$ cat config.mk
export PLATFORM = sky130hd
export DESIGN_NAME = api_ctrl
export DESIGN_NICKNAME = d
export VERILOG_FILES = /design/src/logic/api_pkg.sv /design/src/logic/api_timer.sv /design/src/logic/api_phy.sv /design/src/logic/api_ctrl.sv
export SDC_FILE = /design/constraint.sdc
export NUM_CORES = 1
export LEC_CHECK = 0
export BUFFER_PORTS_ARGS = -buffer_cell sky130_fd_sc_hd__buf_2
export CAP_MARGIN = 10
export CORE_MARGIN = 3
export CORE_UTILIZATION = 55
export DETAILED_ROUTE_END_ITERATION = 10
export PLACE_DENSITY = 0.79
export SLEW_MARGIN = 30
export SYNTH_ARGS = -nofsm -noshare
export SYNTH_HDL_FRONTEND = slang
export SYNTH_SLANG_ARGS = --single-unit
$ cat constraint.sdc
create_clock -name clk -period 5 [get_ports clk]
set_input_delay 0.25 -clock clk [delete_from_list [all_inputs] [get_ports clk]]
set_output_delay 0.25 -clock clk [all_outputs]
set_load 0.03 [all_outputs]
$ cat src/logic/api_pkg.sv
package api_pkg;

	// Chain and word geometry.
	localparam int api_num = 10;
	localparam int word_w = 32;

	// A chip's job is 23 words long, and only the first 11 reply words are kept.
	localparam int work_len = 23;
	localparam int rx_block_len = 11;
	localparam int max_chip_in_ch = 5;

	localparam int rx_depth = 512;
	localparam int tx_depth = 512;
	localparam int cnt_w = 10;

	// The tag goes into bits 15:8 of the last word of each reply block.
	localparam logic [7:0] tag_byte = 8'h12;
	localparam logic [word_w-1:0] nonce_marker = 32'hbeafbeaf;

	// Quiet cycles between two jobs.
	localparam int nop_len = 15;

	typedef enum logic [1:0] {
		st_wait = 2'd0,
		st_work = 2'd1,
		st_nop  = 2'd2
	} api_state_t;

endpackage

$ cat src/logic/api_timer.sv
`timescale 1ns/1ps

module api_timer (
	input  logic        clk,
	input  logic        rst,
	input  logic        clr,
	input  logic [27:0] timeout,
	input  logic        start,
	output logic        busy
);

	logic [27:0] cnt;

	assign busy = (cnt != '0);

	always_ff @(posedge clk or posedge rst) begin
		if (rst)
			cnt <= '0;
		else if (clr)
			cnt <= '0;
		else if (start)
			cnt <= timeout;
		else if (busy)
			cnt <= cnt - 1'b1;
	end

	// The sequencer only starts a job once the previous timeout has run out.
	a_start_idle: assert property (@(posedge clk) disable iff (rst || clr) start |-> !busy)
		else $error("api_timer: start while busy");

endmodule

$ cat src/logic/api_phy.sv
`timescale 1ns/1ps

module api_phy (
	input  logic                        clk,
	input  logic                        rst,
	input  logic                        clr,
	input  logic [7:0]                  sck_div,
	input  logic                        mosi_vld,
	input  logic [api_pkg::word_w-1:0]  mosi_dat,
	output logic                        miso_vld,
	output logic [api_pkg::word_w-1:0]  miso_dat,
	output logic                        sck,
	output logic                        mosi,
	input  logic                        miso
);

	logic active;
	logic [7:0] div_cnt;
	logic [5:0] half_cnt;
	logic [api_pkg::word_w-1:0] shift_out;
	logic [api_pkg::word_w-1:0] shift_in;

	assign miso_dat = shift_in;

	// Each sck half period lasts sck_div+1 cycles, and a word takes 64 halves.
	always_ff @(posedge clk or posedge rst) begin
		if (rst) begin
			active <= 1'b0;
			div_cnt <= '0;
			half_cnt <= '0;
			sck <= 1'b0;
			mosi <= 1'b0;
			miso_vld <= 1'b0;
		end else if (clr) begin
			active <= 1'b0;
			div_cnt <= '0;
			half_cnt <= '0;
			sck <= 1'b0;
			mosi <= 1'b0;
			miso_vld <= 1'b0;
		end else begin
			miso_vld <= 1'b0;
			if (mosi_vld && !active) begin
				active <= 1'b1;
				div_cnt <= '0;
				half_cnt <= '0;
				sck <= 1'b0;
				mosi <= mosi_dat[api_pkg::word_w-1];
			end else if (active) begin
				if (div_cnt == sck_div) begin
					div_cnt <= '0;
					half_cnt <= half_cnt + 1'b1;
					sck <= ~sck;
					// The last falling edge ends the word.
					if (sck && half_cnt == 6'd63) begin
						active <= 1'b0;
						miso_vld <= 1'b1;
						mosi <= 1'b0;
					end else if (sck) begin
						mosi <= shift_out[api_pkg::word_w-2];
					end
				end else begin
					div_cnt <= div_cnt + 1'b1;
				end
			end
		end
	end

	// Data shifters carry no reset.
	always_ff @(posedge clk) begin
		if (mosi_vld && !active) begin
			shift_out <= mosi_dat;
		end else if (active && div_cnt == sck_div) begin
			if (sck)
				shift_out <= {shift_out[api_pkg::word_w-2:0], 1'b0};
			else
				shift_in <= {shift_in[api_pkg::word_w-2:0], miso};
		end
	end

	a_one_word: assert property (@(posedge clk) disable iff (rst) mosi_vld |-> !active)
		else $error("api_phy: request while a word is in flight");

endmodule

$ cat src/logic/api_ctrl.sv
`timescale 1ns/1ps

module api_ctrl (
	input  logic                         clk,
	input  logic                         rst,
	input  logic                         clr,
	input  logic [27:0]                  timeout,
	input  logic [7:0]                   sck_div,
	input  logic [8:0]                   word_num,
	input  logic                         tx_empty,
	output logic                         tx_rd_en,
	input  logic [api_pkg::word_w-1:0]   tx_dout,
	output logic                         rx_wr_en,
	output logic [api_pkg::word_w-1:0]   rx_din,
	input  logic [api_pkg::cnt_w-1:0]    rx_count,
	output api_pkg::api_state_t          state,
	output logic                         busy,
	output logic [3:0]                   chain_id,
	output logic [4:0]                   work_cnt,
	output logic                         nonce_found,
	output logic [api_pkg::api_num-1:0]  load,
	output logic                         sck,
	output logic                         mosi,
	input  logic [api_pkg::api_num-1:0]  miso
);

	api_pkg::api_state_t nxt_state;
	logic [8:0] word_cnt;
	logic [3:0] nop_cnt;
	logic mosi_vld;
	logic miso_vld;
	logic [api_pkg::word_w-1:0] miso_dat;
	logic miso_w;
	logic job_start;
	logic chip_word;
	logic nonce_armed;
	logic [api_pkg::cnt_w-1:0] rx_free;
	logic rx_room;

	assign rx_free = api_pkg::cnt_w'(api_pkg::rx_depth) - rx_count;
	assign rx_room = rx_free >= api_pkg::cnt_w'(api_pkg::rx_block_len * api_pkg::max_chip_in_ch);
	assign job_start = (state != api_pkg::st_work) && (nxt_state == api_pkg::st_work);
	assign chip_word = (state == api_pkg::st_work) && miso_vld && (word_cnt != word_num);

	always_ff @(posedge clk or posedge rst) begin
		if (rst)
			state <= api_pkg::st_wait;
		else if (clr)
			state <= api_pkg::st_wait;
		else
			state <= nxt_state;
	end

	always_comb begin
		nxt_state = state;
		case (state)
			api_pkg::st_wait:
				if (!busy && !tx_empty && rx_room)
					nxt_state = api_pkg::st_work;
			api_pkg::st_work:
				if (word_cnt == word_num)
					nxt_state = api_pkg::st_nop;
			api_pkg::st_nop:
				if (nop_cnt == 4'(api_pkg::nop_len - 1))
					nxt_state = api_pkg::st_wait;
			default:
				nxt_state = api_pkg::st_wait;
		endcase
	end

	always_ff @(posedge clk or posedge rst) begin
		if (rst) begin
			word_cnt <= '0;
			work_cnt <= '0;
			nop_cnt <= '0;
			mosi_vld <= 1'b0;
		end else if (clr) begin
			word_cnt <= '0;
			work_cnt <= '0;
			nop_cnt <= '0;
			mosi_vld <= 1'b0;
		end else begin
			// Next word goes out in the cycle after the previous reply.
			mosi_vld <= job_start || (chip_word && (word_cnt + 9'd1 < word_num));
			if (job_start) begin
				word_cnt <= '0;
				work_cnt <= '0;
			end else if (chip_word) begin
				word_cnt <= word_cnt + 1'b1;
				if (work_cnt == 5'(api_pkg::work_len - 1))
					work_cnt <= '0;
				else
					work_cnt <= work_cnt + 1'b1;
			end
			if (state == api_pkg::st_nop)
				nop_cnt <= nop_cnt + 1'b1;
			else
				nop_cnt <= '0;
		end
	end

	assign tx_rd_en = mosi_vld && (state == api_pkg::st_work);

	always_comb begin
		chain_id = 4'd0;
		for (int i = 0; i < api_pkg::api_num; i++) begin
			if (!load[i])
				chain_id = 4'(i);
		end
	end

	assign rx_wr_en = miso_vld && (state == api_pkg::st_work)
		&& (work_cnt < 5'(api_pkg::rx_block_len));
	assign rx_din = (work_cnt == 5'(api_pkg::rx_block_len - 1))
		? {miso_dat[31:16], api_pkg::tag_byte, 4'b0, chain_id}
		: miso_dat;

	// Armed by word 2 of a block, dropped when that block ends.
	always_ff @(posedge clk or posedge rst) begin
		if (rst)
			nonce_armed <= 1'b0;
		else if (clr || job_start)
			nonce_armed <= 1'b0;
		else if (rx_wr_en && work_cnt == 5'd2)
			nonce_armed <= 1'b1;
		else if (rx_wr_en && work_cnt == 5'(api_pkg::rx_block_len - 1))
			nonce_armed <= 1'b0;
	end

	assign nonce_found = nonce_armed && rx_wr_en
		&& (work_cnt == 5'(api_pkg::rx_block_len - 2))
		&& (miso_dat == api_pkg::nonce_marker);

	always_ff @(posedge clk or posedge rst) begin
		if (rst)
			load <= ~api_pkg::api_num'(1);
		else if (clr)
			load <= ~api_pkg::api_num'(1);
		else if (state == api_pkg::st_nop && nxt_state == api_pkg::st_wait)
			load <= {load[api_pkg::api_num-2:0], load[api_pkg::api_num-1]};
	end

	// Unselected chains are forced high so only the active one reaches the phy.
	assign miso_w = &(miso | load);

	api_timer u_timer (
		.clk     (clk),
		.rst     (rst),
		.clr     (clr),
		.timeout (timeout),
		.start   (job_start),
		.busy    (busy)
	);

	api_phy u_phy (
		.clk      (clk),
		.rst      (rst),
		.clr      (clr),
		.sck_div  (sck_div),
		.mosi_vld (mosi_vld),
		.mosi_dat (tx_dout),
		.miso_vld (miso_vld),
		.miso_dat (miso_dat),
		.sck      (sck),
		.mosi     (mosi),
		.miso     (miso_w)
	);

	a_one_chain: assert property (@(posedge clk) disable iff (rst) $onehot(~load))
		else $error("api_ctrl: load must select exactly one chain");

endmodule

==> impl_metrics.json, run 1 <==
{
  "outcome": "finished, final reports clean",
  "antenna_left": 0,
  "synth.avg_cell_area_um2": 10.50,
  "synthesis.instances": 700,
  "hold_class": "in2async",
  "cp-end-kind": "flop",
  "synth-edff-count": 63,
  "power_switching_share_pct": 29.00,
  "grt_pass1_vias": 5746,
  "yosysWarnings": 0,
  "clkSlewWorstSetupHoldPaths_ps": 60,
  "critical_path_buf_inv_count": 3,
  "dr.pass1.iters": 5,
  "drt-vias-per-instance": 5.557,
  "setup_viol": 0,
  "dpl.cell_count": 992,
  "clk_latency_ps": 410,
  "synthesis.nets": 819,
  "core.rowCount": 41,
  "cp.required_ps": 5330,
  "fin_tns_setup_ps": 0,
  "fin_nets": 958,
  "design.die.area_um2": 14790,
  "yosysTopAreaCell": "edfxtp_1",
  "core_area_um2": 12820,
  "synth_top_area_share_pct": 25.73,
  "cts_max_level": 4,
  "cts_resized": 0,
  "worstMarginPinSlew_ps": 785.3,
  "pwr-share-seq_pct": 43.2,
  "slowest_delay_ps": 560,
  "cp_slowest_cell": "nor3b_4",
  "power.switching_w": 0.0009211,
  "drive_gt1_share_pct": 27.23,
  "grt.overflow.total": 0,
  "cts_tree": "built",
  "stdcell_area_um2": 8730,
  "grt_max_degree": 79,
  "start_kind": "flop",
  "mostFrequentLayoutCells": "buf_2, nand2_1, dfrtp_1",
  "die_h_um": 121.6,
  "placed_area_um2": 8185,
  "clockRootBuffer": "clkbuf_16",
  "maxSlewViolCount": 0,
  "synth_cell_type_count": 68,
  "start_util_pct": 57.34,
  "p_comb_share_pct": 21.1,
  "grt_use_total_pct": 23.09,
  "pwr-share-clk_pct": 35.7,
  "slew_headroom_pct": 47.24,
  "hold_viol": 0,
  "utilization_pct": 68.07,
  "synth_seq_cells": 141,
  "io_buffers": 159,
  "max_freq_mhz": 322.8,
  "p_int_w": 0.002255,
  "clock_path_buffers": 2,
  "ir_worst_vdd_mv": 0.2498,
  "area_delta_synth_final_pct": 18.72,
  "final_cells": 1024,
  "wl_per_cell_um": 16.05,
  "drt_iter0_drc": 505,
  "antenna_found_initial": 0,
  "rsz0062_at_grt": "no",
  "worstPathArrival_ps": 3420,
  "timing.final.crit_period_ps": 3097,
  "crit_start": "u_timer.cnt[0]",
  "hold_slack_ps": 18.47,
  "cp_max_fo": 13,
  "io_pins": 160,
  "die_x_um": 121.6,
  "synthesis.area_um2": 7353,
  "clock-sinks": 141,
  "clock_skew_ps": 7.100,
  "drc": 0,
  "layout_commonest_cell": "buf_2",
  "ys.flop_type": "dfrtp_1",
  "postCtsSetupRepairBufs": 0,
  "globalplace.congestion": 0.8424,
  "finalCritPeriodShare_pct": 61.95,
  "async_reset_ff_share_pct": 55.32,
  "critical_path.cell_chain": "inv_1, ha_1, or4b_4, nor3_4, and3_1, inv_6, nor3b_4, buf_8, o2bb2ai_1",
  "crit_family": "simple AND/OR/NAND/NOR gates",
  "grt_pass1_wl_um": 27180,
  "critical_path_class": "reg2reg",
  "diodes": 0,
  "hold_buffers": 0,
  "cap_violations": 0,
  "via_count": 5690,
  "cts_made_buffers": 17,
  "synth_seq_area_share_pct": 52.42,
  "reg2reg_from": "u_timer.cnt[0]",
  "synthTopCellsByArea": "edfxtp_1, dfrtp_1, nand2_1",
  "leakage_nw": 3.856,
  "routed_wl_um": 16440,
  "p_per_area_nw_per_um2": 363.9,
  "dpl.hpwl_um": 11650
}
## cells by family (layout without fill, tap and decap cells)
logic type | count (synthesis) | in the layout | share of synthesized area [%]
mux | 13 | 13 | 1.804
simple gates | 300 | 300 | 20.83
xor+xnor | 55 | 55 | 6.551
fa+ha+maj | 18 | 18 | 3.063
compound gates | 106 | 106 | 10.58
buf+inv | 67 | 219 | 4.747
flops | 141 | 141 | 52.42
## metal layers
layer	vias to the layer above	share of wire (%)	track usage, %
met1	2744	44	30.95
li1	2750	-	-
met4	0	2.1	9.594
met2	167	49	36.75
met3	29	4.8	4.921
met5	-	0	0
## worst register-to-register path, stage by stage (launching register included)
cell,delay [ps]
dfrtp_1,410
inv_1,70
ha_1,200
or4b_4,530
nor3_4,330
and3_1,470
inv_6,80
nor3b_4,560
buf_8,230
o2bb2ai_1,130
## final cells by class
class | count | area (um2)
inverters | 23 | 92.59
fillers | 998 | 4095
repair buffers | 164 | 844.6
clock inverters | 14 | 102.6
clock buffers | 18 | 429.2
multi-input cells | 492 | 3191
well taps | 172 | 215.2
flip-flops and latches | 141 | 3855
## cells in the mapped netlist, drive strengths merged, types with 5 or more instances
library cell and instances:
a211oi 5, nor2b 24, xor2 26, nand4b 8, nand2 110, o2bb2ai 24, nor2 55, o21ai 15
a21oi 20, edfxtp 63, or3 10, nor4 7, a31oi 5, inv 23, and3 7, dfrtp 69
nand3b 7, a211o 9, ha 18, o31ai 6, or4 9, nor3 16, xnor2 29, dfstp 9
buf 24, nand3 24, clkbuf 20, mux2i 11
## flip-flops by register name (all words and copies together) (netlist names)
register and cells:
u_phy.shift_out 31, word_cnt 9, u_phy.active 1, nop_cnt 4, work_cnt 5, load 10, u_phy.mosi 1, u_phy.miso_vld 1
state 2, nonce_armed 1, u_phy.div_cnt 8, u_phy.half_cnt 6, u_timer.cnt 28, u_phy.sck 1, u_phy.miso_dat 32, mosi_vld 1
## path summary, 6_finish.rpt
kind,endpoint,slack (ps),cells after the start
worst max-delay path,u_timer.cnt[25],1900,9
worst min-delay path,u_phy.mosi,20,3
worst max register to register,u_timer.cnt[25],1900,9
worst min register to register,u_phy.miso_dat[22],480,0
max in group asynchronous,u_timer.cnt[12],4500,3
min in group clk,u_timer.cnt[12],40,2
## power groups by stage
stage	Clock (W)	Sequential, W	Combinational [W]
after floorplan	0	0.00138	0.000504
after global placement	0	0.00138	0.000633
after detailed placement	0	0.00139	0.000657
after CTS	0.00115	0.00137	0.000663
after global routing	0.00120	0.00138	0.000754
final	0.00113	0.00137	0.000670
## metrics by stage
stage / worst slack, ps / total power [W]
3_5_place_dp: 1939 / 0.002048
5_1_grt: 1742 / 0.003341
2_1_floorplan: 1118 / 0.001883
6_report: 1903 / 0.003176
4_1_cts: 1918 / 0.003185
3_3_place_gp: 1881 / 0.002015
Power figures use the tool's default switching activity.
==> run 2, diff against run 1 <==
Settings changed: CORE_UTILIZATION 55 to 50, PLACE_DENSITY 0.79 to 0.75.
Clock period 5 ns to 2.6 ns, I/O delays scaled along.
==> impl_metrics.json, run 2 (same netlist as run 1, synthesis figures left out) <==
{
  "outcome": "finished, final reports clean",
  "layout_commonest_cell": "buf_2",
  "clock-sinks": 141,
  "grt_use_met2_pct": 37.75,
  "die_h_um": 127.3,
  "clockRootBuffer": "clkbuf_16",
  "worstHoldPathCells": 4,
  "postCtsSetupRepairBufs": 0,
  "core_area_um2": 14150,
  "slowest_delay_ps": 640,
  "clkSlewWorstSetupHoldPaths_ps": 60,
  "grt_max_degree": 79,
  "crit_start": "u_timer.cnt[18]",
  "cp_slowest_cell": "or4_1",
  "cp-end-kind": "output pin",
  "cap_violations": 0,
  "grt_use_total_pct": 22.03,
  "use_met1_pct": 27.46,
  "io_pins": 160,
  "slew_headroom_pct": 46.42,
  "dr.pass1.iters": 6,
  "p_per_area_nw_per_um2": 668.7,
  "ff2ff_path_depth": 5,
  "cts_tree": "built",
  "fin_tns_setup_ps": 0,
  "core.rowCount": 43,
  "dpl.hpwl_um": 11890,
  "drt_iter0_drc": 350,
  "grt.busiest_layer": "met2",
  "use_met3_pct": 4.431,
  "cts_made_buffers": 17,
  "fin_nets": 1024,
  "critical_path_class": "reg2out",
  "mostFrequentLayoutCells": "buf_2, nand2_1, dfrtp_1",
  "finalCritPeriodShare_pct": 93.79,
  "clock_skew_ps": 9.781,
  "via_count": 6030,
  "clock_path_buffers": 2,
  "drc": 0,
  "design.die.area_um2": 16200,
  "critical_path.cell_chain": "or4_1, nor4_2, and3_1, inv_6, buf_2",
  "cp.required_ps": 2470,
  "leakage_nw": 4.150,
  "setup_viol": 0,
  "die_x_um": 127.3,
  "timing.final.crit_period_ps": 2439,
  "largest_reg_flops": 32,
  "drt-vias-per-instance": 5.492,
  "drive_gt1_share_pct": 26.69,
  "antenna_left": 0,
  "ir_worst_vdd_mv": 0.3952,
  "worstPathArrival_ps": 2310,
  "stdcell_area_um2": 9422,
  "diodes": 0,
  "max_freq_mhz": 410.1,
  "clk_latency_ps": 420,
  "placed_area_um2": 8277,
  "worstMarginPinSlew_ps": 797.5,
  "reg2reg_from": "state[1]",
  "fillers": 1049,
  "start_kind": "flop",
  "antenna_found_initial": 0,
  "hp-start": "tx_dout[31]",
  "globalplace.congestion": 0.8319,
  "wl_per_cell_um": 16.02,
  "routed_wl_um": 17600,
  "io_buffers": 159,
  "start_util_pct": 51.97,
  "hold_viol": 0,
  "hold_class": "in2reg",
  "grt.overflow.total": 0,
  "grt_pass1_wl_um": 28860,
  "area_delta_synth_final_pct": 28.13,
  "cts_max_level": 4,
  "grt_pass1_vias": 6093,
  "cp_max_fo": 7,
  "power_w": 0.006300,
  "maxSlewViolCount": 0,
  "rsz0062_at_grt": "no"
}
[run 2: worst max-delay path: cells and delay by family (launching register included)]
kind | cells | cell delay (ps)
buffers and inverters | 2 | 250
DFF | 1 | 420
and+or+nand+nor | 3 | 1220
[run 2: power breakdown]
group,internal [W],total (W),switching (W)
Clock,0.00125,0.00227,0.00101
Sequential,0.00250,0.00263,0.000139
Combinational,0.000635,0.00140,0.000762
[run 2: final cells by class]
cell class | instances | area (um2) | share of cell area, %
inverters | 23 | 92.59 | 0.9827
flip-flops and latches | 141 | 3855 | 40.92
clock buffers | 17 | 425.4 | 4.515
well taps | 180 | 225.2 | 2.390
multi-input cells | 492 | 3177 | 33.72
repair buffers | 230 | 1511 | 16.04
clock inverters | 15 | 135.1 | 1.434
[run 2: worst paths after layout]
check,endpoint,slack (ps)
max in group asynchronous,load[9],1900
min in group asynchronous,load[0],370
min reg2reg,u_phy.miso_dat[13],480
max reg2reg,u_timer.cnt[12],170
min,u_phy.mosi,60
max,busy,160
[run 2: routing by layer]
layer / part of all wire (%) / up-vias / wire [um]
met2: 52 / 164 / 9083
met3: 4.3 / 27 / 752
met5: 0 / - / 0
met4: 1.9 / 0 / 331
met1: 42 / 2945 / 7429
li1: - / 2894 / -
[run 2: timing repair]
item                                   4_1_cts  5_1_grt
endpoints found under the hold margin      126        0
gates resized for setup                      0        2
hold buffers                                58        0
setup endpoints to repair                    0        4
[run 2: through the flow]
stage / setup WS (ps) / utilization (%) / hold slack (ps) / instances
4_1_cts: 137.6 / 66.56 / 49.69 / 1098
3_3_place_gp: 252.3 / 58.49 / 248.6 / 1008
6_report: 161.4 / 66.58 / 64.56 / 1098
3_5_place_dp: 187.1 / 58.49 / 253.3 / 1008
2_1_floorplan: 167.2 / - / 243.5 / 700
5_1_grt: 22.01 / 66.58 / 124.4 / 1098
